==> config.mk <==
export PLATFORM = sky130hd
export DESIGN_NAME = vec_dispatcher
export DESIGN_NICKNAME = d
export VERILOG_FILES = /design/src/vec_pkg.sv /design/src/vec_dispatcher.sv
export SDC_FILE = /design/constraint.sdc
export NUM_CORES = 1
export LEC_CHECK = 0
export ABC_AREA = 1
export BUFFER_PORTS_ARGS = -buffer_cell sky130_fd_sc_hd__buf_2
export CORE_UTILIZATION = 43
export CTS_CLUSTER_SIZE = 28
export DETAILED_ROUTE_END_ITERATION = 6
export PLACE_DENSITY = 0.83
export SLEW_MARGIN = 10
export SYNTH_ARGS = -nofsm -noshare
export SYNTH_HDL_FRONTEND = slang
export SYNTH_SLANG_ARGS = --single-unit
==> constraint.sdc <==
create_clock -name clk_i -period 1.8 [get_ports clk_i]
set_input_delay 0.36 -clock clk_i [delete_from_list [all_inputs] [get_ports clk_i]]
set_output_delay 0.36 -clock clk_i [all_outputs]
set_load 0.05 [all_outputs]
==> src/vec_pkg.sv <==
/* Shared definitions of the vector unit: element and register widths, opcodes and the
   request and response structs. Both the RTL and the testbench refer to them by scoped names. */
package vec_pkg;

  localparam int unsigned ElemWidth = 32;
  localparam int unsigned NrVRegs   = 8;

  typedef logic [ElemWidth-1:0]       elem_t;
  typedef logic [$clog2(NrVRegs)-1:0] vreg_idx_t;

  // Codes 9 to 15 are illegal
  typedef enum logic [3:0] {
    VADD    = 4'd0,
    VSUB    = 4'd1,
    VAND    = 4'd2,
    VOR     = 4'd3,
    VXOR    = 4'd4,
    VMV_V_X = 4'd5,  // splat scalar into vd
    VID     = 4'd6,  // element index into vd
    VMV_X_S = 4'd7,  // element 0 of vs2 to scalar
    VREDSUM = 4'd8   // sum of vs2 to scalar
  } vec_op_e;

  // Request from the scalar core
  typedef struct packed {
    vec_op_e   op;
    vreg_idx_t vd;
    vreg_idx_t vs1;
    vreg_idx_t vs2;
    elem_t     scalar;
  } vec_acc_req_t;

  // Response to the scalar core
  typedef struct packed {
    elem_t result;
    logic  error;
  } vec_acc_resp_t;

  // Instruction broadcast to the lanes, legal opcodes only
  typedef struct packed {
    vec_op_e   op;
    vreg_idx_t vd;
    vreg_idx_t vs1;
    vreg_idx_t vs2;
    elem_t     scalar;
  } vec_pe_req_t;

  // Reply of one lane
  typedef struct packed {
    logic  done;
    elem_t partial;
  } vec_lane_resp_t;

  // Width of a slot index inside a lane, at least one bit
  function automatic int unsigned slot_width(int unsigned elems);
    return (elems > 1) ? $clog2(elems) : 1;
  endfunction

endpackage

==> src/vec_dispatcher.sv <==
/* Core-facing front end of the vector unit. Takes one request at a time, answers illegal
   opcodes itself and hands legal ones to the sequencer, then holds the response. */
`timescale 1ns/1ns

module vec_dispatcher (
  input  logic                   clk_i,
  input  logic                   arst_n_i,
  // Scalar core port
  input  vec_pkg::vec_acc_req_t  acc_req_i,
  input  logic                   acc_req_valid_i,
  output logic                   acc_req_ready_o,
  output vec_pkg::vec_acc_resp_t acc_resp_o,
  output logic                   acc_resp_valid_o,
  input  logic                   acc_resp_ready_i,
  // Sequencer
  output vec_pkg::vec_pe_req_t   seq_req_o,
  output logic                   seq_req_valid_o,
  input  vec_pkg::elem_t         seq_result_i,
  input  logic                   seq_done_i
);

  typedef enum logic [1:0] {
    IDLE,
    BUSY,
    RESP
  } state_e;

  state_e                 state_q;
  state_e                 state_d;
  logic                   accept;
  logic                   legal;
  logic                   seq_req_valid_q;
  vec_pkg::vec_pe_req_t   seq_req_q;
  vec_pkg::vec_acc_resp_t resp_q;

  // Ready only with nothing in flight and no response pending
  assign acc_req_ready_o  = (state_q == IDLE);
  assign accept           = acc_req_valid_i & acc_req_ready_o;
  assign legal            = (acc_req_i.op <= vec_pkg::VREDSUM);

  assign acc_resp_valid_o = (state_q == RESP);
  assign acc_resp_o       = resp_q;
  assign seq_req_o        = seq_req_q;
  assign seq_req_valid_o  = seq_req_valid_q;

  always_comb begin
    state_d = state_q;
    case (state_q)
      IDLE: begin
        // Illegal opcodes skip the lanes and answer on the next cycle
        if (accept) begin
          state_d = legal ? BUSY : RESP;
        end
      end
      BUSY: begin
        if (seq_done_i) begin
          state_d = RESP;
        end
      end
      RESP: begin
        if (acc_resp_ready_i) begin
          state_d = IDLE;
        end
      end
      default: state_d = IDLE;
    endcase
  end

  always_ff @(posedge clk_i or negedge arst_n_i) begin
    if (!arst_n_i) begin
      state_q         <= IDLE;
      seq_req_valid_q <= 1'b0;
    end else begin
      state_q         <= state_d;
      seq_req_valid_q <= accept & legal;
    end
  end

  // Forwarded instruction and the response held for the core
  always_ff @(posedge clk_i) begin
    if (accept) begin
      seq_req_q.op     <= acc_req_i.op;
      seq_req_q.vd     <= acc_req_i.vd;
      seq_req_q.vs1    <= acc_req_i.vs1;
      seq_req_q.vs2    <= acc_req_i.vs2;
      seq_req_q.scalar <= acc_req_i.scalar;
      resp_q.result    <= '0;
      resp_q.error     <= ~legal;
    end else if (state_q == BUSY && seq_done_i) begin
      resp_q.result <= seq_result_i;
      resp_q.error  <= 1'b0;
    end
  end

endmodule

==> metrics.yaml, run 1 <==
status:
  status: "complete, no violations"
route:
  ant_nets: 0
  via_count: 2274
  detail_route.first_pass.iterations: 4
  drc: 0
  wire_per_inst_microns: 14.4
  vias_per_cell: 4.91
  drt_iter0_drc: 85
  postRouteWirelength_microns: 6670
setup_path:
  r2r_end: "seq_req_o[18]$_DFFE_PP_"
  ff2ff_setup_slack_ps: 330
  worstReg2RegStart: "state_q[0]$_DFFE_PN0P_"
  cp_max_fo: 5
  startpoint: "state_q[0]$_DFFE_PN0P_"
  reg2reg_depth: 4
  crit_arrival_ps: 1290
  cp-end-kind: "primary output"
  required_ps: 1440
  cp-start-kind: "register"
  timing_worst_setup_path_type: "reg -> out"
power_and_ir_drop:
  sw_frac_of_total: 0.453
  power_frac_comb: 0.432
  leakage_nw: 1.74
  ir_drop_uv: 993
  clkPwrFrac: 0.196
  p_seq_frac: 0.372
  powerDensity_mw_per_mm2: 1860
  cellInternalPower_mw: 3.97
  p_sw_mw: 3.29
  power.total_mw: 7.25
global_routing:
  grt_util_all_layers: 0.189
  grt_pass1_wl_microns: 9460
  grt_pass1_vias: 2007
  antenna_found_initial: 0
  grt-ovfl-total: 0
  grt_max_degree: 39
clocking:
  clock_path_buffers: 2
  clock_latency_ps: 330
  cts-htree-levels: 3
  numCtsBuffers: 9
  ctsResizeCount: 0
  clk_pin_slew_worst_paths_ps: 80
  cts.sink_count: 81
  cts_tree: "built"
  root_buffer: "clkbuf_8"
timing:
  period_minus_slack_ps: 1650
  skew_ps: 6.51
  setup_viol: 0
  finalCritPeriodShare: 0.918
  max_freq_mhz: 605
  worstMarginPinSlew_ps: 368
  finalHoldViolCount: 0
  maxSlewViolCount: 0
  tns_ps: 0
  grt_setup_unrepaired: "no"
  slew_headroom: 0.755
floorplanning:
  fp.dieW_microns: 82.7
  dieArea_sq_mm: 0.00685
  rows: 29
  die_h_microns: 82.7
  initial_core_util: 0.444
  io_pins: 163
  core-area_sq_mm: 0.00631
cells_and_area:
  final_common_cell: "buf_2"
  postLayoutCellArea_sq_mm: 0.00391
  finalNetCount: 463
  drive_gt1_frac: 0.492
  final_cell_mix: "buf_2, edfxtp_1, nand2_1"
  syn_to_final_growth_pct: 39.4
  n_antenna_cell: 0
hold_path:
  min_from: "acc_req_i[36]"
  hold_depth: 1
  holdPathEnd: "seq_req_o[36]$_DFFE_PP_"
  min_path_type: "in -> reg"
synthesis:
  syn_inst: 216
  yosysSeqAreaShare: 0.748
  syn-cell-area_sq_mm: 0.00280
  synth_nets: 298
  ys_warn_count: 0
  synth_cell_types: 16
  synth_seq_cells: 81
  avgSynthCellArea_sq_um: 13.0
placement:
  dpl-instance-area_sq_mm: 0.00368
  io_buffers: 162
  gp_congestion: 0.696
  dp_hpwl_microns: 4860
flow_run:
  maxCapViolCount: 0
==> kinds of logic after synthesis <==
logic type,after synthesis,synth area share
AOI/OAI and AO/OA,33,0.0589
buffers and inverters,23,0.0500
DFF,81,0.748
and+or+nand+nor,79,0.143
==> power by group through the flow <==
stage	logic (mW)	registers, mW	clock network, mW
2_1_floorplan	0.862	4.28	0
3_3_place_gp	3.11	2.72	0
3_5_place_dp	3.15	2.74	0
4_1_cts	3.15	2.70	1.46
5_1_grt	3.32	2.75	1.52
6_report	3.13	2.70	1.42
==> layer usage <==
layer,GRT usage,wire length (microns),vias to the layer above
met2,0.316,3210,105
li1,-,-,1107
met4,0.0672,80,0
met1,0.231,2780,1052
met5,0,0,-
met3,0.0538,597,10
==> layout make-up <==
class,count,area (sq um)
repair buffers,171,906
multi-input cells,112,566
flip-flops and latches,81,2100
inverters,6,22.5
clock inverters,6,91.3
well taps,77,96.3
fillers,512,2410
clock buffers,10,128
==> state kept, by name, indices dropped and copies added, names as in the netlist <==
register / flops
seq_req_o: 45
seq_req_valid_o: 1
state_q: 2
acc_resp_o: 33
==> worst max path at each step <==
stage / end / slack [ps]
2_1_floorplan: seq_req_o[0]$_DFFE_PP_ / 110
3_3_place_gp: seq_req_o[5]$_DFFE_PP_ / 380
3_5_place_dp: seq_req_o[5]$_DFFE_PP_ / 350
4_1_cts: acc_resp_valid_o / 120
5_1_grt: acc_resp_valid_o / 90
6_report: acc_resp_valid_o / 150
==> synth_stat cells <==
cell      instances  share of area
edfxtp_1         46           0.49
nand2_1          41          0.055
a21oi_1          32          0.057
dfxtp_1          32           0.23
nand4_1          32          0.071
buf_2            10          0.018
buf_6             4          0.016
inv_1             4         0.0054
buf_4             3         0.0080
dfrtp_1           3          0.027
nor2_1            3         0.0040
inv_2             2         0.0027
nand2_2           1         0.0022
nand3_4           1         0.0063
nor2_4            1         0.0040
o21ai_0           1         0.0018
==> critical path: stages (launching register included) <==
cell     delay, ps
dfrtp_1        470
nor2_1         190
buf_2          290
==> repair_timing <==
| action | CTS | global route |
|---|---|---|
| hold buffers | 1 | 0 |
| buffers inserted | 0 | 0 |
| endpoints found under the hold margin | 3 | 0 |
==> metrics by stage <==
| step | hold slack [ps] | std cells | worst slack, ps | utilization |
|---|---|---|---|---|
| after floorplan | 64.4 | 216 | 108 | - |
| after global placement | 159 | 446 | 375 | 0.582 |
| after detailed placement | 161 | 446 | 347 | 0.582 |
| after CTS | 175 | 463 | 120 | 0.619 |
| after global routing | 168 | 463 | 86.9 | 0.619 |
| final | 192 | 463 | 147 | 0.619 |
(Power assumes the default switching activity.)
==> run 2, diff against run 1 <==
Settings changed: ABC_AREA 1 to 0, CORE_UTILIZATION 43 to 42, PLACE_DENSITY 0.83 to 0.82.
==> run 2 against run 1 <==
  * Total power fell by 9.8%
  * Core utilization grew 0.26 points
  * Global-route usage is 0.38 points higher
  * Setup slack improved by 24 ps
  * Non-clock buffer count shrank 2
  * Clock skew hardly changed
  * Maximum frequency up 1.5%
  * Critical path type unchanged
==> metrics.yaml, run 2 <==
floorplanning:
  core-area_sq_mm: 0.00603
  die_h_microns: 81.6
  io_pins: 163
  initial_core_util: 0.441
  rows: 28
  dieArea_sq_mm: 0.00665
  fp.dieW_microns: 81.6
clocking:
  post_cts_buffers: 0
  cts_hold_buf: 1
  cts_tree: "built"
  clock_path_buffers: 2
  ctsResizeCount: 0
  clock_latency_ps: 340
  cts.sink_count: 81
  cts-htree-levels: 3
  clk_pin_slew_worst_paths_ps: 90
  root_buffer: "clkbuf_8"
  numCtsBuffers: 9
route:
  wire_per_inst_microns: 14.2
  drt_iter0_drc: 87
  ant_nets: 0
  drc: 0
  via_count: 2105
  postRouteWirelength_microns: 6420
  detail_route.first_pass.iterations: 4
  vias_per_cell: 4.67
power_and_ir_drop:
  p_sw_mw: 2.99
  ir_drop_uv: 871
  power_frac_comb: 0.414
  leakage_nw: 1.69
  sw_frac_of_total: 0.458
  p_seq_frac: 0.404
  powerDensity_mw_per_mm2: 1750
  cellInternalPower_mw: 3.55
  clkPwrFrac: 0.182
synthesis:
  synthTopCellsByCount: "nand2_1, edfxtp_1, a21oi_1, dfxtp_1, buf_2"
  syn_inst: 201
  yosysSeqAreaShare: 0.789
  synthFlopType: "edfxtp_1"
  synth_seq_cells: 81
  ys_warn_count: 0
  synth_top_area_share: 0.520
  yosys.cell_count.top_type: "nand2_1"
  synth_nets: 283
  syn-cell-area_sq_mm: 0.00266
  avgSynthCellArea_sq_um: 13.2
  yosys-top-cells-area: "edfxtp_1, dfxtp_1, nand2_1"
  synth_cell_types: 20
  synth-edff-count: 46
  synth-async-reset-ratio: 0.0370
  yosysTopAreaCell: "edfxtp_1"
setup_path:
  timing_worst_setup_path_type: "reg -> out"
  cp_max_fo: 5
  cp-end-kind: "primary output"
  crit_arrival_ps: 1270
  required_ps: 1440
  cp-start-kind: "register"
timing:
  skew_ps: 6.94
  tns_ps: 0
  max_freq_mhz: 614
  finalHoldViolCount: 0
  finalCritPeriodShare: 0.905
  period_minus_slack_ps: 1630
  maxSlewViolCount: 0
  hold_ws_ps: 188
  slew_headroom: 0.710
  grt_setup_unrepaired: "no"
  worstMarginPinSlew_ps: 432
  setup_viol: 0
cells_and_area:
  regArea_sq_mm: 0.00210
  finalNetCount: 453
  n_antenna_cell: 0
  final_cell_mix: "buf_2, nand2_1, edfxtp_1, a21oi_1, dfxtp_1"
  syn_to_final_growth_pct: 40.8
  final_common_cell: "buf_2"
  drive_gt1_frac: 0.500
  largest_reg_flops: 45
  multi_input_area_sq_um: 490
  fillers: 502
placement:
  io_buffers: 162
  gp_congestion: 0.734
  dp_hpwl_microns: 4880
global_routing:
  grt-ovfl-total: 0
  grt_util_all_layers: 0.192
  grt_pass1_vias: 1880
  grt_pass1_wl_microns: 9110
  grt_max_degree: 39
  antenna_found_initial: 0
flow_run:
  maxCapViolCount: 0
status:
  status: "complete, no violations"
hold_path:
  min_path_type: "in -> reg"
-- run 2: cell types whose count changed in the layout (fill, tap and decap cells not counted), sizes merged, moves of 2 or more --
cell | before | now
nor2 | 4 | 2
nand2 | 42 | 66
inv | 7 | 5
nand4 | 32 | 0
buf | 170 | 168
bufinv | 2 | 0
-- run 2: path summary, 6_finish.rpt --
check / slack (ps) / endpoint / startpoint / cells past startpoint
worst min register to register: 450 / acc_resp_o[8]$_SDFFE_PP0P_ / acc_resp_o[8]$_SDFFE_PP0P_ / 2
worst max-delay path: 170 / acc_resp_valid_o / state_q[0]$_DFFE_PN0P_ / 3
max in group asynchronous: 1340 / state_q[1]$_DFFE_PN0P_ / arst_n_i / 2
worst min-delay path: 190 / seq_req_o[35]$_DFFE_PP_ / acc_req_i[35] / 1
min in group asynchronous: 350 / state_q[0]$_DFFE_PN0P_ / arst_n_i / 2
worst max register to register: 330 / seq_req_o[43]$_DFFE_PP_ / state_q[0]$_DFFE_PN0P_ / 4
-- run 2: cells by family (layout without fill, tap and decap cells) --
family	count (synthesis)	in the layout	share of synthesized area
AND/OR/NAND/NOR	74	74	0.115
AO/OA/AOI/OAI	34	34	0.0664
buffers and inverters	12	187	0.0296
flip-flops	81	81	0.789
-- run 2: per-stage QoR --
step                      worst slack (ps)  utilization  cells  power, mW  area (sq um)
final                                  171        0.621    451       6.54          3740
after global routing                  82.5        0.621    451       6.83          3740
after CTS                              145        0.621    451       6.59          3740
after detailed placement               340        0.590    434       5.41          3560
after global placement                 390        0.590    434       5.35          3560
after floorplan                       39.2            -    201       4.75          2670
-- run 2: worst max-delay path, cell delays in order (launching register included) --
cell	delay, ps
dfrtp_1	440
nand2b_1	190
inv_1	50
buf_2	250
-- run 2: power groups by stage --
stage | Clock (mW) | Combinational, mW | Sequential, mW
finish | 1.19 | 2.71 | 2.64
floorplan | 0 | 0.607 | 4.14
CTS | 1.21 | 2.73 | 2.65
detailed placement | 0 | 2.73 | 2.69
global placement | 0 | 2.69 | 2.66
global route | 1.29 | 2.85 | 2.69
-- run 2: final cells by class --
type / instances / share of cell area
multi-input combinational: 108 / 0.131
clock inverter: 7 / 0.0140
tap: 75 / 0.0251
clock buffer: 9 / 0.0331
inverter: 2 / 0.00201
sequential: 81 / 0.560
timing repair buffer: 169 / 0.235
-- run 2: layer usage --
metal	share of wire	wire, microns	vias to the layer above	GRT usage
li1	-	-	1025	-
met1	0.38	2460	965	0.210
met2	0.49	3170	106	0.338
met3	0.11	694	9	0.0678
met4	0.014	90	0	0.0804
met5	0	0	-	0
==> run 3, diff against run 2 <==
--- a/constraint.sdc
+++ b/constraint.sdc
@@ -3,2 +3,2 @@
 set_output_delay 0.36 -clock clk_i [all_outputs]
-set_load 0.05 [all_outputs]
+set_load 0.01 [all_outputs]
==> run 3 against run 2 <==
  * Global-route usage fell by 0.82 points
  * Hold slack worse by 3.0 ps
  * Final cell count decreased by 0.22%
  * Register-to-register slack is essentially flat
  * Design area up 2.4%
  * Critical path depth is 1 higher
  * Setup slack better by 150 ps
  * Via count fell by 1.1%
  * Sequential cell count unchanged
  * Die area stayed put
  * Clock power increased by 32%
  * Largest power group is now sequential cells
==> metrics.yaml, run 3 (synthesis results as in run 2) <==
power_and_ir_drop:
  power_frac_comb: 0.253
  cellInternalPower_mw: 3.99
  p_sw_mw: 1.65
  powerDensity_mw_per_mm2: 1470
  ir_drop_uv: 718
  power.total_mw: 5.65
  clkPwrFrac: 0.279
  sw_frac_of_total: 0.292
  leakage_nw: 1.73
  p_seq_frac: 0.468
cells_and_area:
  largest_reg_flops: 45
  final_cell_mix: "buf_2, nand2_1, edfxtp_1, a21oi_1, dfxtp_1"
  finalNetCount: 452
  final_common_cell: "buf_2"
  drive_gt1_frac: 0.496
  syn_to_final_growth_pct: 44.1
  regArea_sq_mm: 0.00210
  final_cell_count_no_fill: 450
  multi_input_area_sq_um: 483
  n_antenna_cell: 0
  fillers: 498
  utilization: 0.636
global_routing:
  grt_max_degree: 28
  grt_util_all_layers: 0.184
  antenna_found_initial: 0
  grt_pass1_vias: 1943
  grt-ovfl-total: 0
  grt_pass1_wl_microns: 8820
placement:
  io_buffers: 162
  dp_hpwl_microns: 4700
  dp.cells: 433
  gp_congestion: 0.719
floorplanning:
  dieArea_sq_mm: 0.00665
  core-area_sq_mm: 0.00603
  die_h_microns: 81.6
  initial_core_util: 0.441
  fp.dieW_microns: 81.6
  rows: 28
  io_pins: 163
setup_path:
  crit_arrival_ps: 1520
  required_ps: 1850
  timing_worst_setup_path_type: "reg -> reg"
  cp_max_fo: 27
  startpoint: "state_q[0]$_DFFE_PN0P_"
  cp-end-kind: "register"
  worst_path_max_delay_cell: "dfrtp_1"
  cp-start-kind: "register"
  crit_path_cell_trace: "nor2_1, nand2_2, inv_2, buf_12"
  worstReg2RegStart: "state_q[0]$_DFFE_PN0P_"
  critPathBufInv: 2
  critPathMaxStageDelay_ps: 420
  path_delay_family: "buffers and inverters"
timing:
  worstMarginPinSlew_ps: 389
  period_minus_slack_ps: 1480
  grt_setup_unrepaired: "no"
  skew_ps: 5.96
  setup_viol: 0
  finalHoldViolCount: 0
  hold_ws_ps: 185
  finalCritPeriodShare: 0.822
  max_freq_mhz: 676
  maxSlewViolCount: 0
  tns_ps: 0
  slew_headroom: 0.739
clocking:
  cts_tree: "built"
  cts-htree-levels: 3
  clock_latency_ps: 340
  clk_pin_slew_worst_paths_ps: 80
  cts_hold_buf: 1
  root_buffer: "clkbuf_8"
  numCtsBuffers: 9
  post_cts_buffers: 0
  ctsResizeCount: 0
  clock_path_buffers: 2
  cts.sink_count: 81
route:
  vias_per_cell: 4.63
  drc: 0
  drt_iter0_drc: 74
  postRouteWirelength_microns: 6220
  ant_nets: 0
  wire_per_inst_microns: 13.8
  via_count: 2082
  detail_route.first_pass.iterations: 5
flow_run:
  maxCapViolCount: 0
status:
  status: "complete, no violations"
hold_path:
  min_from: "acc_req_i[15]"
  min_path_type: "in -> reg"
## run 3: cell type report
type                            instances  area share
Clock buffer                           10      0.0333
Clock inverter                          6      0.0300
Inverter                                2     0.00196
Multi-Input combinational cell        108       0.126
Sequential cell                        81       0.547
Tap cell                               75      0.0245
Timing Repair Buffer                  168       0.237
## run 3: final timing paths
path | cells past startpoint | endpoint | slack (ps)
max | 4 | seq_req_o[32]$_DFFE_PP_ | 320
min | 1 | seq_req_o[15]$_DFFE_PP_ | 180
max reg2reg | 4 | seq_req_o[32]$_DFFE_PP_ | 320
min reg2reg | 2 | acc_resp_o[14]$_SDFFE_PP0P_ | 460
max in group asynchronous | 2 | state_q[0]$_DFFE_PN0P_ | 1360
min in group asynchronous | 2 | seq_req_valid_o$_DFF_PN0_ | 330
## run 3: worst register-to-register path, cell delays in order, from the launching register on
cell     delay (ps)
dfrtp_1         420
nor2_1          190
nand2_2         110
inv_2           240
buf_12          230
## run 3: layer usage
layer / up-vias / routed length, microns / track usage
met2: 113 / 3100 / 0.315
met4: 0 / 63 / 0.0964
li1: 1021 / - / -
met1: 941 / 2330 / 0.200
met3: 7 / 730 / 0.0644
met5: - / 0 / 0
## run 3: metrics by stage
stage               cell area [sq um]  setup slack, ps
finish                           3830              321
global route                     3830              250
CTS                              3830              308
detailed placement               3580              342
global placement                 3580              393
floorplan                        2660              149
## run 3: power groups by stage
stage	logic, mW	clock network (mW)	registers (mW)
after floorplan	0.526	0	2.89
after global placement	1.41	0	2.65
after detailed placement	1.45	0	2.69
after CTS	1.45	1.61	2.65
after global routing	1.58	1.67	2.69
final	1.43	1.57	2.64
