[config.mk]
export PLATFORM = sky130hd
export DESIGN_NAME = vec_sequencer
export DESIGN_NICKNAME = d
export VERILOG_FILES = /design/src/vec_pkg.sv /design/src/vec_sequencer.sv
export SDC_FILE = /design/constraint.sdc
export NUM_CORES = 1
export LEC_CHECK = 0
export ABC_CLOCK_PERIOD_IN_PS = 4200
export BUFFER_PORTS_ARGS = -buffer_cell sky130_fd_sc_hd__buf_2
export CORE_ASPECT_RATIO = 1.4
export CORE_MARGIN = 5
export CORE_UTILIZATION = 30
export CTS_CLUSTER_DIAMETER = 80
export DETAILED_ROUTE_END_ITERATION = 8
export PLACE_DENSITY_LB_ADDON = 0.25
export SLEW_MARGIN = 10
export SYNTH_ARGS = -nofsm -noshare
export SYNTH_HDL_FRONTEND = slang
export SYNTH_SLANG_ARGS = --single-unit
[constraint.sdc]
create_clock -name clk_i -period 4.2 [get_ports clk_i]
set_input_delay 0.42 -clock clk_i [delete_from_list [all_inputs] [get_ports clk_i]]
set_output_delay 0.42 -clock clk_i [all_outputs]
set_load 0.1 [all_outputs]
[src/vec_pkg.sv]
/* Shared definitions of the vector unit: element and register widths, opcodes and the
   request and response structs. Both the RTL and the testbench refer to them by scoped names. */
package vec_pkg;

  localparam int unsigned ElemWidth = 32;
  localparam int unsigned NrVRegs   = 8;

  typedef logic [ElemWidth-1:0]       elem_t;
  typedef logic [$clog2(NrVRegs)-1:0] vreg_idx_t;

  // Codes 9 to 15 are illegal
  typedef enum logic [3:0] {
    VADD    = 4'd0,
    VSUB    = 4'd1,
    VAND    = 4'd2,
    VOR     = 4'd3,
    VXOR    = 4'd4,
    VMV_V_X = 4'd5,  // splat scalar into vd
    VID     = 4'd6,  // element index into vd
    VMV_X_S = 4'd7,  // element 0 of vs2 to scalar
    VREDSUM = 4'd8   // sum of vs2 to scalar
  } vec_op_e;

  // Request from the scalar core
  typedef struct packed {
    vec_op_e   op;
    vreg_idx_t vd;
    vreg_idx_t vs1;
    vreg_idx_t vs2;
    elem_t     scalar;
  } vec_acc_req_t;

  // Response to the scalar core
  typedef struct packed {
    elem_t result;
    logic  error;
  } vec_acc_resp_t;

  // Instruction broadcast to the lanes, legal opcodes only
  typedef struct packed {
    vec_op_e   op;
    vreg_idx_t vd;
    vreg_idx_t vs1;
    vreg_idx_t vs2;
    elem_t     scalar;
  } vec_pe_req_t;

  // Reply of one lane
  typedef struct packed {
    logic  done;
    elem_t partial;
  } vec_lane_resp_t;

  // Width of a slot index inside a lane, at least one bit
  function automatic int unsigned slot_width(int unsigned elems);
    return (elems > 1) ? $clog2(elems) : 1;
  endfunction

endpackage

[src/vec_sequencer.sv]
/* Broadcasts one instruction to all lanes, waits for every lane to report
   and folds the lane partials into the scalar result. */
`timescale 1ns/1ns

module vec_sequencer #(
  parameter int unsigned NrLanes = 4
) (
  input  logic                                   clk_i,
  input  logic                                   arst_n_i,
  // Dispatcher
  input  vec_pkg::vec_pe_req_t                   seq_req_i,
  input  logic                                   seq_req_valid_i,
  output vec_pkg::elem_t                         seq_result_o,
  output logic                                   seq_done_o,
  // Lanes
  output vec_pkg::vec_pe_req_t                   pe_req_o,
  output logic                                   pe_req_valid_o,
  input  vec_pkg::vec_lane_resp_t [NrLanes-1:0]  lane_resp_i
);

  vec_pkg::vec_pe_req_t          pe_req_q;
  logic                          pe_req_valid_q;
  logic           [NrLanes-1:0]  done_q;
  logic                          all_done;
  vec_pkg::elem_t [NrLanes-1:0]  partial_q;
  vec_pkg::elem_t                partial_sum;

  assign pe_req_o       = pe_req_q;
  assign pe_req_valid_o = pe_req_valid_q;

  // Lanes may finish in any order
  assign all_done   = &done_q;
  assign seq_done_o = all_done;

  always_ff @(posedge clk_i or negedge arst_n_i) begin
    if (!arst_n_i) begin
      pe_req_valid_q <= 1'b0;
      done_q         <= '0;
    end else begin
      pe_req_valid_q <= seq_req_valid_i;
      if (all_done) begin
        done_q <= '0;
      end else begin
        for (int l = 0; l < NrLanes; l++) begin
          if (lane_resp_i[l].done) begin
            done_q[l] <= 1'b1;
          end
        end
      end
    end
  end

  always_ff @(posedge clk_i) begin
    if (seq_req_valid_i) begin
      pe_req_q <= seq_req_i;
    end
    for (int l = 0; l < NrLanes; l++) begin
      if (lane_resp_i[l].done) begin
        partial_q[l] <= lane_resp_i[l].partial;
      end
    end
  end

  ////////////////////////////////////////////////////////////////////////////
  // Scalar result
  ////////////////////////////////////////////////////////////////////////////

  // Wraps modulo 2^32
  always_comb begin
    partial_sum = '0;
    for (int l = 0; l < NrLanes; l++) begin
      partial_sum = partial_sum + partial_q[l];
    end
  end

  // Element 0 always sits in lane 0
  always_comb begin
    case (pe_req_q.op)
      vec_pkg::VREDSUM: seq_result_o = partial_sum;
      vec_pkg::VMV_X_S: seq_result_o = partial_q[0];
      default:          seq_result_o = '0;
    endcase
  end

endmodule

==> reports/metrics.sh, run 1 <==
STATUS='complete, but fails checks'
VIOLATIONS_IN_THE_FINAL_REPORTS='setup timing'
IR_DROP_mV=0.2765
VIA_COUNT_OF_THE_FIRST_GLOBAL_ROUTING_PASS=7088
CTS_TREE='built'
SYNTH.AVG_CELL_AREA_SQ_UM=13.09
FINCLKSKEW_PS=0.4687
SYNTH.FF_LATCH_COUNT=178
WORSTPATHBUFFERINVERTERCOUNT=4
LAYOUT_WORST_PATH_CYCLE_SHARE_PCT=108.6
WORST_HOLD_PATH.NUM_CELLS=1
GRT_FIRST_PASS_WIRELENGTH_MM=38.64
FINAL_NETS=1308
INITIAL_CORE_UTIL_PCT=30.26
DRT_PRE_ANTENNA_ITERS=4
VIAS_PER_CELL=4.393
CRIT_SLOWEST_CELL='fa_1'
SYNTHESIS.NETS=983
WORST_R2R_ENDPOINT='done_q[1]'
FF2FF_SETUP_SLACK_PS=3440
SYNTH-EDFF-COUNT=173
FINAL_HOLD_VIOL_COUNT=0
FP.DIEH_UM=218.3
CRIT_PATH_START_KIND='flip-flop'
CRIT_PATH_CELL_TRACE='inv_1, fa_1, fa_1, inv_2, ha_4, fa_2, a21oi_2, and4b_1, or2_4, buf_6, a21o_1, a21oi_2, o21ai_1, xor2_1, a22o_2, buf_12'
CORE-AREA_SQ_MM=0.03071
GR-USAGE-ALL-LAYERS_PCT=14.58
CLKTRANSATPATHREGS_PS=80
SYNTHFLOPTYPE='edfxtp_1'
SYN2LAYOUT_AREA_GROWTH_PCT=42.93
PORT_BUFFERS=258
NUMBER_OF_H_TREE_LEVELS=4
WL_PER_CELL_UM=17.24
CRITICAL_PATH_SINK_TYPE='output pin'
POST-SYNTH-TOP-COUNT-CELL='inv_1'
GRT_START_MAX_NET_PINS=47
MAX_CAP_VIOLATIONS=0
ASYNCSETRESETFLOPFRACSYNTH_PCT=2.809
FINALWIRELENGTH_MM=24.84
REG2REG_FROM='done_q[2]'
NUM_ROWS=76
HOLD_END='pe_req_o[31]'
DRC_ERRORS=0
P_PER_AREA_mW_PER_MM2=614.8
TOTAL_VIA_COUNT_AFTER_DETAILED_ROUTING=6330
ROOT_BUFFER='clkbuf_16'
HOLD_SLACK_PS=133.5
CLOCKBUFFERDEPTH=2
REG2REGPATHDEPTH=3
WORST_HOLD_PATH_TYPE='input pin to flip-flop'
PERIOD_MINUS_SLACK_PS=4562
PATH_DELAY_FAMILY='adder cells'
DP.FINAL_HPWL_MM=18.61
TIMING.FMAX_GHz=0.2192
FILLERINSTANCES=2845
YOSYSWARNINGCOUNT=0
POWER_TOTAL_mW=8.168
VIOLATION_COUNT_AFTER_THE_FIRST_DETAILED_ROUTE_ITERATION=201
BIGGEST_AREA_CONSUMER_AMONG_SYNTHESIZED_CELLS='edfxtp_1'
SYNTH_TOP_CELLS_BY_AREA='edfxtp_1, fa_1, inv_1, ha_1, a22o_1'
LAYOUT-DRIVE-GT1-SHARE_PCT=43.99
NETLIST-CELL-TYPE-COUNT=50
DRV_SLEW=0
DESIGN_AREA_SQ_MM=0.01329
DIEAREA_SQ_MM=0.03465
SYNTH.YOSYS.SEQ_AREA_SHARE_PCT=57.24
TIMING.CRITICAL_PATH.REQUIRED_PS=3780
POST_DP_CELL_AREA_SQ_MM=0.01172
CELLLEAKAGEPOWER_nW=5.933
DIEWIDTH_UM=158.8
SYN_AREA_SQ_MM=0.009295
SYNTH_COMMONEST_CELLS='inv_1, edfxtp_1, fa_1, ha_1, a22o_1'
GRT_SETUP_UNREPAIRED='true'
ANTENNA_FOUND_INITIAL=7
GLOBALPLACE.CONGESTION=0.7801
CRITPATHARRIVALTIME_PS=4140
GRT-OVFL-TOTAL=0
FINALSETUPTNS_PS=-5214
CLOCK_SINK_COUNT=178
CLK_LATENCY_PS=450
YOSYS.AREA.TOP_TYPE_SHARE_PCT=55.89
TIMING.MAX_SLEW.REL_SLACK_PCT=29.03
SYN_INST=710
WORST_MARGIN_SLEW_PS=1065
SETUP_VIOL_COUNT_FINAL=22
PATH_MAX_FANOUT=2
WORSTSETUPPATHTYPE='flip-flop to output pin'
CTS_BUFFERS=17
HP-START='seq_req_i[31]'
CRIT_PATH_MAX_INCR_DELAY_PS=510
NUM_IO_PINS=259
SETUP_WS_PS=-362.2
ANT_NETS=0
PLACE_WS_PS=-221.5
CRITICAL_PATH_DEPTH=16
==> cells by family after synthesis <==
family / count (synthesis) / synth area share, %
AOI/OAI and AO/OA: 114 / 8.978
xor gates and xnor gates: 31 / 2.921
adders and majority gates: 93 / 17.53
buffers and inverters: 199 / 8.063
DFF: 178 / 57.24
muxes: 3 / 0.3365
and+or+nand+nor: 92 / 4.940
==> worst register-to-register path, delay by kind of cell, from the launching register on <==
kind / cells / cell delay [ps]
buffers and inverters: 1 / 130
and+or+nand+nor: 2 / 170
DFF: 1 / 360
==> per-stage QoR <==
step / utilization, % / std cells
floorplan: - / 710
global placement: 38.17 / 1381
detailed placement: 38.17 / 1381
CTS: 42.37 / 1426
global route: 43.25 / 1440
finish: 43.25 / 1441
==> timing repair <==
item / 4_1_cts / 5_1_grt
gates cloned: 0 / 0
hold endpoints to repair: 5 / 0
setup buffers: 14 / 15
hold buffers: 1 / 0
pin swaps: 66 / 26
gates resized for setup: 101 / 40
setup endpoints to repair: 27 / 27
==> registers in the layout, indices dropped and copies added (netlist names) <==
| name | count |
|---|---|
| partial_q | 128 |
| pe_req_o | 45 |
| done_q | 4 |
| pe_req_valid_o | 1 |
==> cell usage in the layout (no fill, tap or decap), types with 3 or more instances in the layout <==
cell       instances
clkinv_8           8
diode_2            3
nand4_1            7
a21oi_2            8
buf_4             51
a211oi_1           3
clkbuf_16         17
buf_6             14
o21ai_4            3
xnor2_2            7
buf_2            231
ha_4              15
edfxtp_1         173
nand3_1            7
xnor2_1           10
o21ai_2            6
a21oi_1           13
fa_1              60
o21ai_1            5
a22o_2             8
inv_8              3
o21ai_0            7
nand2_1           18
a21o_1            14
a22o_1            19
nand3_4            4
nor3_1             5
inv_1            171
ha_1              14
nor2_1            20
o21bai_1           3
inv_2             11
xor2_1             8
nand2_2            6
xor2_2             5
nor2b_1            3
dfrtp_1            5
nor3_2             3
buf_12            26
==> cell type report <==
type / instances / area (sq um) / share of cell area (%)
Antenna cell: 3 / 7.507 / 0.05651
Inverter: 182 / 683.2 / 5.142
Clock inverter: 15 / 227.7 / 1.714
Multi-Input combinational cell: 333 / 3906 / 29.40
Tap cell: 390 / 488.0 / 3.673
Timing Repair Buffer: 323 / 2227 / 16.76
Sequential cell: 178 / 5320 / 40.05
Clock buffer: 17 / 425.4 / 3.202
==> layer usage <==
metal / share of wire (%) / wire length (um) / global-route usage (%) / up-vias
met5: 0.22 / 55 / 0 / -
met4: 1.3 / 320 / 4.562 / 8
met3: 7.3 / 1818 / 5.207 / 28
met2: 54 / 13340 / 26.58 / 181
met1: 37 / 9303 / 15.77 / 3067
li1: - / - / - / 3046
==> power breakdown <==
group / total (mW) / leakage, nW / internal, mW / switching, mW
clock network: 1.71 / 0.313 / 0.880 / 0.830
registers: 2.17 / 1.75 / 2.12 / 0.0534
logic: 4.29 / 3.87 / 1.83 / 2.46
==> how the worst max path moves through the flow <==
stage	start	to	slack [ps]
2_1_floorplan	partial_q[1]	seq_result_o[29]	3
3_5_place_dp	partial_q[1]	seq_result_o[17]	-220
4_1_cts	partial_q[33]	seq_result_o[31]	-410
3_3_place_gp	partial_q[1]	seq_result_o[17]	-140
5_1_grt	partial_q[1]	seq_result_o[11]	-580
6_report	partial_q[1]	seq_result_o[11]	-360
(Power assumes the default switching activity.)
==> run 2: changes to the inputs <==
- BUFFER_PORTS_ARGS: -buffer_cell sky130_fd_sc_hd__buf_2 -> -buffer_cell sky130_fd_sc_hd__clkbuf_2
==> run 2 against run 1 <==
The flow still finishes with violations (setup timing). Clock skew hardly changed. Largest cell class unchanged. First-iteration DRC count is 6.0% lower. Sequential cell count stayed put.
==> reports/metrics.sh, run 2 (synthesized netlist as in run 1, its figures left out) <==
P_SW_mW=3.317  # -0.76%
CORE-AREA_SQ_MM=0.03071  # unchanged
REGISTER_AREA_SQ_MM=0.005320  # unchanged
P_PER_AREA_mW_PER_MM2=612.5  # -0.37%
HOLD_END='pe_req_o[31]'
FP.DIEH_UM=218.3  # unchanged
DRT-MET1-WL_MM=9.018  # -3.1%
TOP_LAYER_USED='met5'
SETUP_VIOL_COUNT_FINAL=20  # -9.1%
TIMING.FMAX_GHz=0.2195  # +0.14%
WORST_HOLD_PATH_TYPE='input pin to flip-flop'
ANT_NETS=0  # unchanged
CRITPATHARRIVALTIME_PS=4140  # about the same
PWR-SHARE-COMB_PCT=52.1  # -0.4 points
VIAS_PER_CELL=4.404  # +0.26%
CELLLEAKAGEPOWER_nW=5.945  # +0.19%
DIEWIDTH_UM=158.8  # unchanged
FILLERINSTANCES=2840  # -0.18%
FINALWIRELENGTH_MM=24.76  # -0.33%
GRT_SETUP_UNREPAIRED='true'
WL_PER_CELL_UM=17.19  # -0.26%
PERIOD_MINUS_SLACK_PS=4556  # -6.539 ps
MET3_WIRELENGTH_MM=1.894  # +4.2%
GRT_START_MAX_NET_PINS=47  # unchanged
CLOCKBUFFERDEPTH=2  # unchanged
SYN2LAYOUT_AREA_GROWTH_PCT=42.32
GLOBALPLACE.CONGESTION=0.7731  # -0.90%
VIOLATION_COUNT_AFTER_THE_FIRST_DETAILED_ROUTE_ITERATION=189  # -6.0%
WORSTSETUPPATHTYPE='flip-flop to output pin'
MET2ROUTEDLENGTH_MM=13.57  # +1.7%
FINAL_HOLD_VIOL_COUNT=0  # unchanged
NUMBER_OF_H_TREE_LEVELS=4  # unchanged
POWER_FRAC_SEQ_PCT=26.8  # +0.2 points
LAYOUT_WORST_PATH_CYCLE_SHARE_PCT=108.5  # -0.16 points
PATH_MAX_FANOUT=2  # unchanged
FINCLKSKEW_PS=0.1185  # -0.3502 ps
GR-USAGE-ALL-LAYERS_PCT=14.50  # -0.087 points
CLOCKPOWERSHARE_PCT=21.1  # +0.2 points
HOLD_SLACK_PS=137.6  # +4.009 ps
CRITPATHLAUNCH='partial_q[1]'
TOP_REGISTER='partial_q'
CRIT_PATH_START_KIND='flip-flop'
TIMING.MAX_SLEW.REL_SLACK_PCT=27.22  # -1.8 points
CTS_TREE='built'
FF2FF_SETUP_SLACK_PS=3450  # about the same
SETUP_WS_PS=-355.6  # +6.539 ps
SWITCHING_SHARE_PCT=40.93  # about the same
TIMING.CRITICAL_PATH.REQUIRED_PS=3780  # about the same
REG2REGPATHDEPTH=3  # unchanged
REG2REG_FROM='done_q[2]'
DRV_SLEW=0  # unchanged
CTS_BUFFERS=17  # unchanged
MOST-COMMON-LAYOUT-CELLS='clkbuf_2, edfxtp_1, inv_1'
VIOLATIONS_IN_THE_FINAL_REPORTS='setup timing'
HP-START='seq_req_i[31]'
CLKTRANSATPATHREGS_PS=80  # about the same
DIEAREA_SQ_MM=0.03465  # unchanged
ANTENNA_FOUND_INITIAL=2  # -5
ROOT_BUFFER='clkbuf_16'
WORST_HOLD_PATH.NUM_CELLS=1  # unchanged
TOTAL_VIA_COUNT_AFTER_DETAILED_ROUTING=6342  # +0.19%
WORST_MARGIN_SLEW_PS=1092  # +27.15 ps
MULTIINPUTGATEAREA_SQ_MM=0.003884  # -0.58%
DRC_ERRORS=0  # unchanged
STATUS='complete, but fails checks'
WORST_R2R_ENDPOINT='done_q[3]'
GRT_FIRST_PASS_WIRELENGTH_MM=38.45  # -0.48%
DRT_PRE_ANTENNA_ITERS=4  # unchanged
CLOCK_SINK_COUNT=178  # unchanged
LAYOUT.CELLS.MOST_COMMON='clkbuf_2'
IR_DROP_mV=0.3939  # +42%
FINAL_NETS=1308  # unchanged
PORT_BUFFERS=258  # unchanged
MAX_CAP_VIOLATIONS=0  # unchanged
VIA_COUNT_OF_THE_FIRST_GLOBAL_ROUTING_PASS=7181  # +1.3%
NUM_IO_PINS=259  # unchanged
LARGEST_REGISTER_FF_COUNT=128  # unchanged
NUM_ROWS=76  # unchanged
CRITICAL_PATH_SINK_TYPE='output pin'
PLACE_WS_PS=-242.7  # -21.20 ps
INTERNAL_POWER_mW=4.786  # -0.82%
LAYOUT-DRIVE-GT1-SHARE_PCT=44.66  # +0.67 points
DP.FINAL_HPWL_MM=18.68  # +0.39%
CLK_LATENCY_PS=440  # about the same
GRT-OVFL-TOTAL=0  # unchanged
INITIAL_CORE_UTIL_PCT=30.26  # unchanged
[run 2: cell count changes in the layout (fill, tap and decap cells not counted), sizes merged]
cell,before,now
diode,3,2
clkbuf,17,248
clkinv,8,7
inv,188,189
buf,322,91
[run 2: how the worst max path moves through the flow]
stage,endpoint,slack [ps],cells past startpoint
2_1_floorplan,seq_result_o[29],3,14
3_3_place_gp,seq_result_o[17],-140,16
3_5_place_dp,seq_result_o[17],-240,16
4_1_cts,seq_result_o[11],-420,16
5_1_grt,seq_result_o[29],-580,16
6_report,seq_result_o[11],-360,16
[run 2: worst max-delay path, stage by stage (launching register included)]
cell      delay, ps
edfxtp_1        400
inv_2            70
fa_1            410
fa_1            500
inv_2            50
ha_4            160
fa_2            400
a21oi_2         160
and4b_1         220
or2_4           240
buf_6           120
a21o_1          150
a21oi_2         150
o21ai_1          80
xor2_1          160
a22o_2          260
buf_12          170
[run 2: what timing repair did]
action                     CTS  global route
buffers inserted            20             7
gates resized for setup     95            39
hold buffers                 1             0
setup endpoints to repair   27            27
hold endpoints to repair     5             0
pin swaps                   68            39
[run 2: area by class of cell]
type,count,area share (%)
clock buffers,17,3.216
flip-flops and latches,178,40.22
clock inverters,15,1.702
diodes,2,0.03783
repair buffers,323,16.62
multi-input cells,333,29.36
inverters,182,5.164
well taps,390,3.689
[run 2: metal layers]
layer | up-vias | GRT usage [%]
li1 | 3043 | -
met1 | 3086 | 15.30
met2 | 195 | 27.20
met5 | - | 0
met4 | 2 | 3.989
met3 | 16 | 5.075
[run 2: power by group through the flow]
stage	Sequential [mW]	Clock, mW	Combinational [mW]
6_report	2.17	1.71	4.22
5_1_grt	2.19	1.84	4.59
4_1_cts	2.18	1.77	4.05
3_5_place_dp	2.22	0	3.39
3_3_place_gp	2.21	0	3.38
2_1_floorplan	2.46	0	2.01
[run 2: through the flow]
step                TNS (ps)  utilization, %  area [sq um]  total power [mW]  std cells
finish                 -4266           43.07         13230             8.103       1440
global route           -8691           43.05         13220             8.621       1438
CTS                    -5692           42.39         13020             8.005       1433
detailed placement     -1766           38.12         11710             5.603       1382
global placement      -879.4           38.12         11710             5.590       1382
floorplan                  0               -          9328             4.466        710
==> run 3: changes to the inputs <==
- CORE_UTILIZATION: 30 -> 48
==> run 3 against run 2 <==
The run still ends with setup timing left. First-iteration DRC count is 86% higher. Register-to-register slack worse by 20 ps. Core utilization is 24 points higher. Wire length is 3.3% lower. Non-clock buffer count is 4 lower. Critical path depth is 1 lower. Sequential share of layout area is 0.98 points higher. Clock power is 2% lower. Setup slack better by 94 ps. Total power is 1.5% lower. Final cell count is 10% lower. Sequential cell count stayed put. Critical path type unchanged. Largest cell class unchanged.
==> reports/metrics.sh, run 3 (synthesized netlist as in run 1, its figures left out) <==
WORST_HOLD_PATH_TYPE='input pin to flip-flop'
DESIGN_AREA_SQ_MM=0.01291  # -2.4%
CELLLEAKAGEPOWER_nW=5.907  # -0.63%
DIEAREA_SQ_MM=0.02229  # -36%
INITIAL_CORE_UTIL_PCT=48.56  # +18 points
SETUP_VIOL_COUNT_FINAL=18  # -10%
VIAS_PER_CELL=4.991  # +13%
PERIOD_MINUS_SLACK_PS=4461  # -94.34 ps
WORSTPATHBUFFERINVERTERCOUNT=4  # unchanged
ANTENNA_FOUND_INITIAL=0  # -2
GLOBALROUTEMET1UTIL_PCT=24.46  # +9.2 points
CLK_LATENCY_PS=430  # about the same
CTS_TREE='built'
SYN2LAYOUT_AREA_GROWTH_PCT=38.93
TOTAL_VIA_COUNT_AFTER_DETAILED_ROUTING=6449  # +1.7%
PLACE_INST=1228  # -11%
FILLERINSTANCES=1420  # -50%
CLOCK_SINK_COUNT=178  # unchanged
CRIT_PATH_CELL_TRACE='inv_1, fa_1, fa_1, inv_1, ha_2, fa_2, a21oi_2, and4b_1, or2_4, a311oi_2, buf_4, o21bai_4, xor2_2, a22o_4, buf_12'
DRT_PRE_ANTENNA_ITERS=5  # +1
WORSTSETUPPATHTYPE='flip-flop to output pin'
LARGEST_REGISTER_FF_COUNT=128  # unchanged
CLKTRANSATPATHREGS_PS=80  # about the same
PORT_BUFFERS=258  # unchanged
POST_DP_CELL_AREA_SQ_MM=0.01144  # -2.3%
POWER_TOTAL_mW=7.979  # -1.5%
WL_PER_CELL_UM=18.53  # +7.8%
FP.DIEH_UM=174.7  # -20%
TIMING.CRITICAL_PATH.REQUIRED_PS=3780  # about the same
POST_LAYOUT_NONFILLER_INSTANCES=1292  # -10%
STATUS='complete, but fails checks'
MAX_CAP_VIOLATIONS=0  # unchanged
CRIT_PATH_MAX_INCR_DELAY_PS=490  # about the same
FINAL_HOLD_VIOL_COUNT=0  # unchanged
FINALWIRELENGTH_MM=23.95  # -3.3%
GRT_SETUP_UNREPAIRED='true'
PATH_MAX_FANOUT=3  # +1
GRT_START_MAX_NET_PINS=47  # unchanged
CRIT_PATH_START_KIND='flip-flop'
GRT-OVFL-TOTAL=0  # unchanged
HOLD_SLACK_PS=154.4  # +16.89 ps
PATH_DELAY_FAMILY='adder cells'
CLOCKBUFFERDEPTH=2  # unchanged
ANT_NETS=0  # unchanged
SETUP_WS_PS=-261.3  # +94.34 ps
VIOLATION_COUNT_AFTER_THE_FIRST_DETAILED_ROUTE_ITERATION=351  # +86%
GLOBAL_ROUTE.USAGE.MET3_PCT=6.116  # +1.0 points
GLOBALPLACE.CONGESTION=0.8340  # +7.9%
DP.FINAL_HPWL_MM=17.49  # -6.4%
MOST-COMMON-LAYOUT-CELLS='clkbuf_2, edfxtp_1, inv_1'
CRITPATHARRIVALTIME_PS=4040  # -100 ps
TIMING.MAX_SLEW.REL_SLACK_PCT=26.46  # -0.76 points
FINAL_NETS=1304  # -0.31%
CORE-AREA_SQ_MM=0.01914  # -38%
GRT_FIRST_PASS_WIRELENGTH_MM=37.17  # -3.3%
GROUTE.LAYER.MET2.USAGE_PCT=40.36  # +13 points
IR_DROP_mV=0.3499  # -11%
GR-USAGE-ALL-LAYERS_PCT=21.83  # +7.3 points
VIA_COUNT_OF_THE_FIRST_GLOBAL_ROUTING_PASS=7289  # +1.5%
NUMBER_OF_H_TREE_LEVELS=4  # unchanged
DRC_ERRORS=0  # unchanged
LAYOUT_WORST_PATH_CYCLE_SHARE_PCT=106.2  # -2.2 points
FINCLKSKEW_PS=0.5837  # +0.4652 ps
NUM_ROWS=60  # -21%
P_PER_AREA_mW_PER_MM2=617.9  # +0.87%
DRV_SLEW=0  # unchanged
CRITICAL_PATH_SINK_TYPE='output pin'
LAYOUT-DRIVE-GT1-SHARE_PCT=43.58  # -1.1 points
WORST_MARGIN_SLEW_PS=1103  # +11.41 ps
VIOLATIONS_IN_THE_FINAL_REPORTS='setup timing'
LAYOUT.CELLS.MOST_COMMON='clkbuf_2'
TOP_USAGE_LAYER='met2'
NUM_IO_PINS=259  # unchanged
ROOT_BUFFER='clkbuf_16'
ANTENNADIODECOUNT=0  # -2
TOP_REGISTER='partial_q'
DIEWIDTH_UM=127.6  # -20%
TIMING.FMAX_GHz=0.2242  # +2.1%
CRIT_SLOWEST_CELL='fa_1'
CTS_BUFFERS=17  # unchanged
## run 3: cell count changes in the layout (fill, tap and decap cells not counted), sizes merged
cell / delta
buf: -5
clkbuf: +1
bufinv: -1
clkinv: -1
inv: +2
diode: -2
## run 3: area by class of cell
cell class,count,area (sq um),area share [%]
flip-flops and latches,178,5320,41.20
multi-input cells,333,3811,29.51
repair buffers,319,2155,16.68
inverters,182,683.2,5.290
clock buffers,17,425.4,3.294
well taps,248,310.3,2.403
clock inverters,15,209.0,1.618
## run 3: per-layer routing
metal  vias to the layer above  wire (um)
met5                         -          0
met4                         0        314
met3                        23       1721
met2                       226      13370
met1                      3176       8544
li1                       3024          -
## run 3: power by group
part           total, mW  internal [mW]  switching, mW
Combinational       4.13           1.74           2.39
Sequential          2.18           2.12         0.0582
Clock               1.67          0.834          0.833
## run 3: path summary, 6_finish.rpt
kind	cells past startpoint	endpoint	slack, ps	startpoint
max in group asynchronous	2	done_q[1]	3710	arst_n_i
worst max register to register	3	done_q[2]	3430	done_q[2]
worst min register to register	2	done_q[3]	510	done_q[3]
min in group asynchronous	2	pe_req_valid_o	340	arst_n_i
worst max-delay path	15	seq_result_o[15]	-260	partial_q[1]
worst min-delay path	1	pe_req_o[21]	150	seq_req_i[21]
## run 3: what timing repair did
item	4_1_cts	5_1_grt
endpoints found under the setup margin	24	23
resized for setup	91	26
hold endpoints to repair	5	0
buffers inserted	20	14
hold buffers	1	0
pin swaps	64	20
## run 3: through the flow
| stage | util (%) | setup TNS (ps) | setup WS, ps |
|---|---|---|---|
| floorplan | - | 0 | 2.506 |
| global placement | 59.76 | -243.9 | -81.90 |
| detailed placement | 59.76 | -517.8 | -115.8 |
| CTS | 66.31 | -3436 | -286.5 |
| global route | 67.46 | -7106 | -463.5 |
| finish | 67.46 | -3410 | -261.3 |
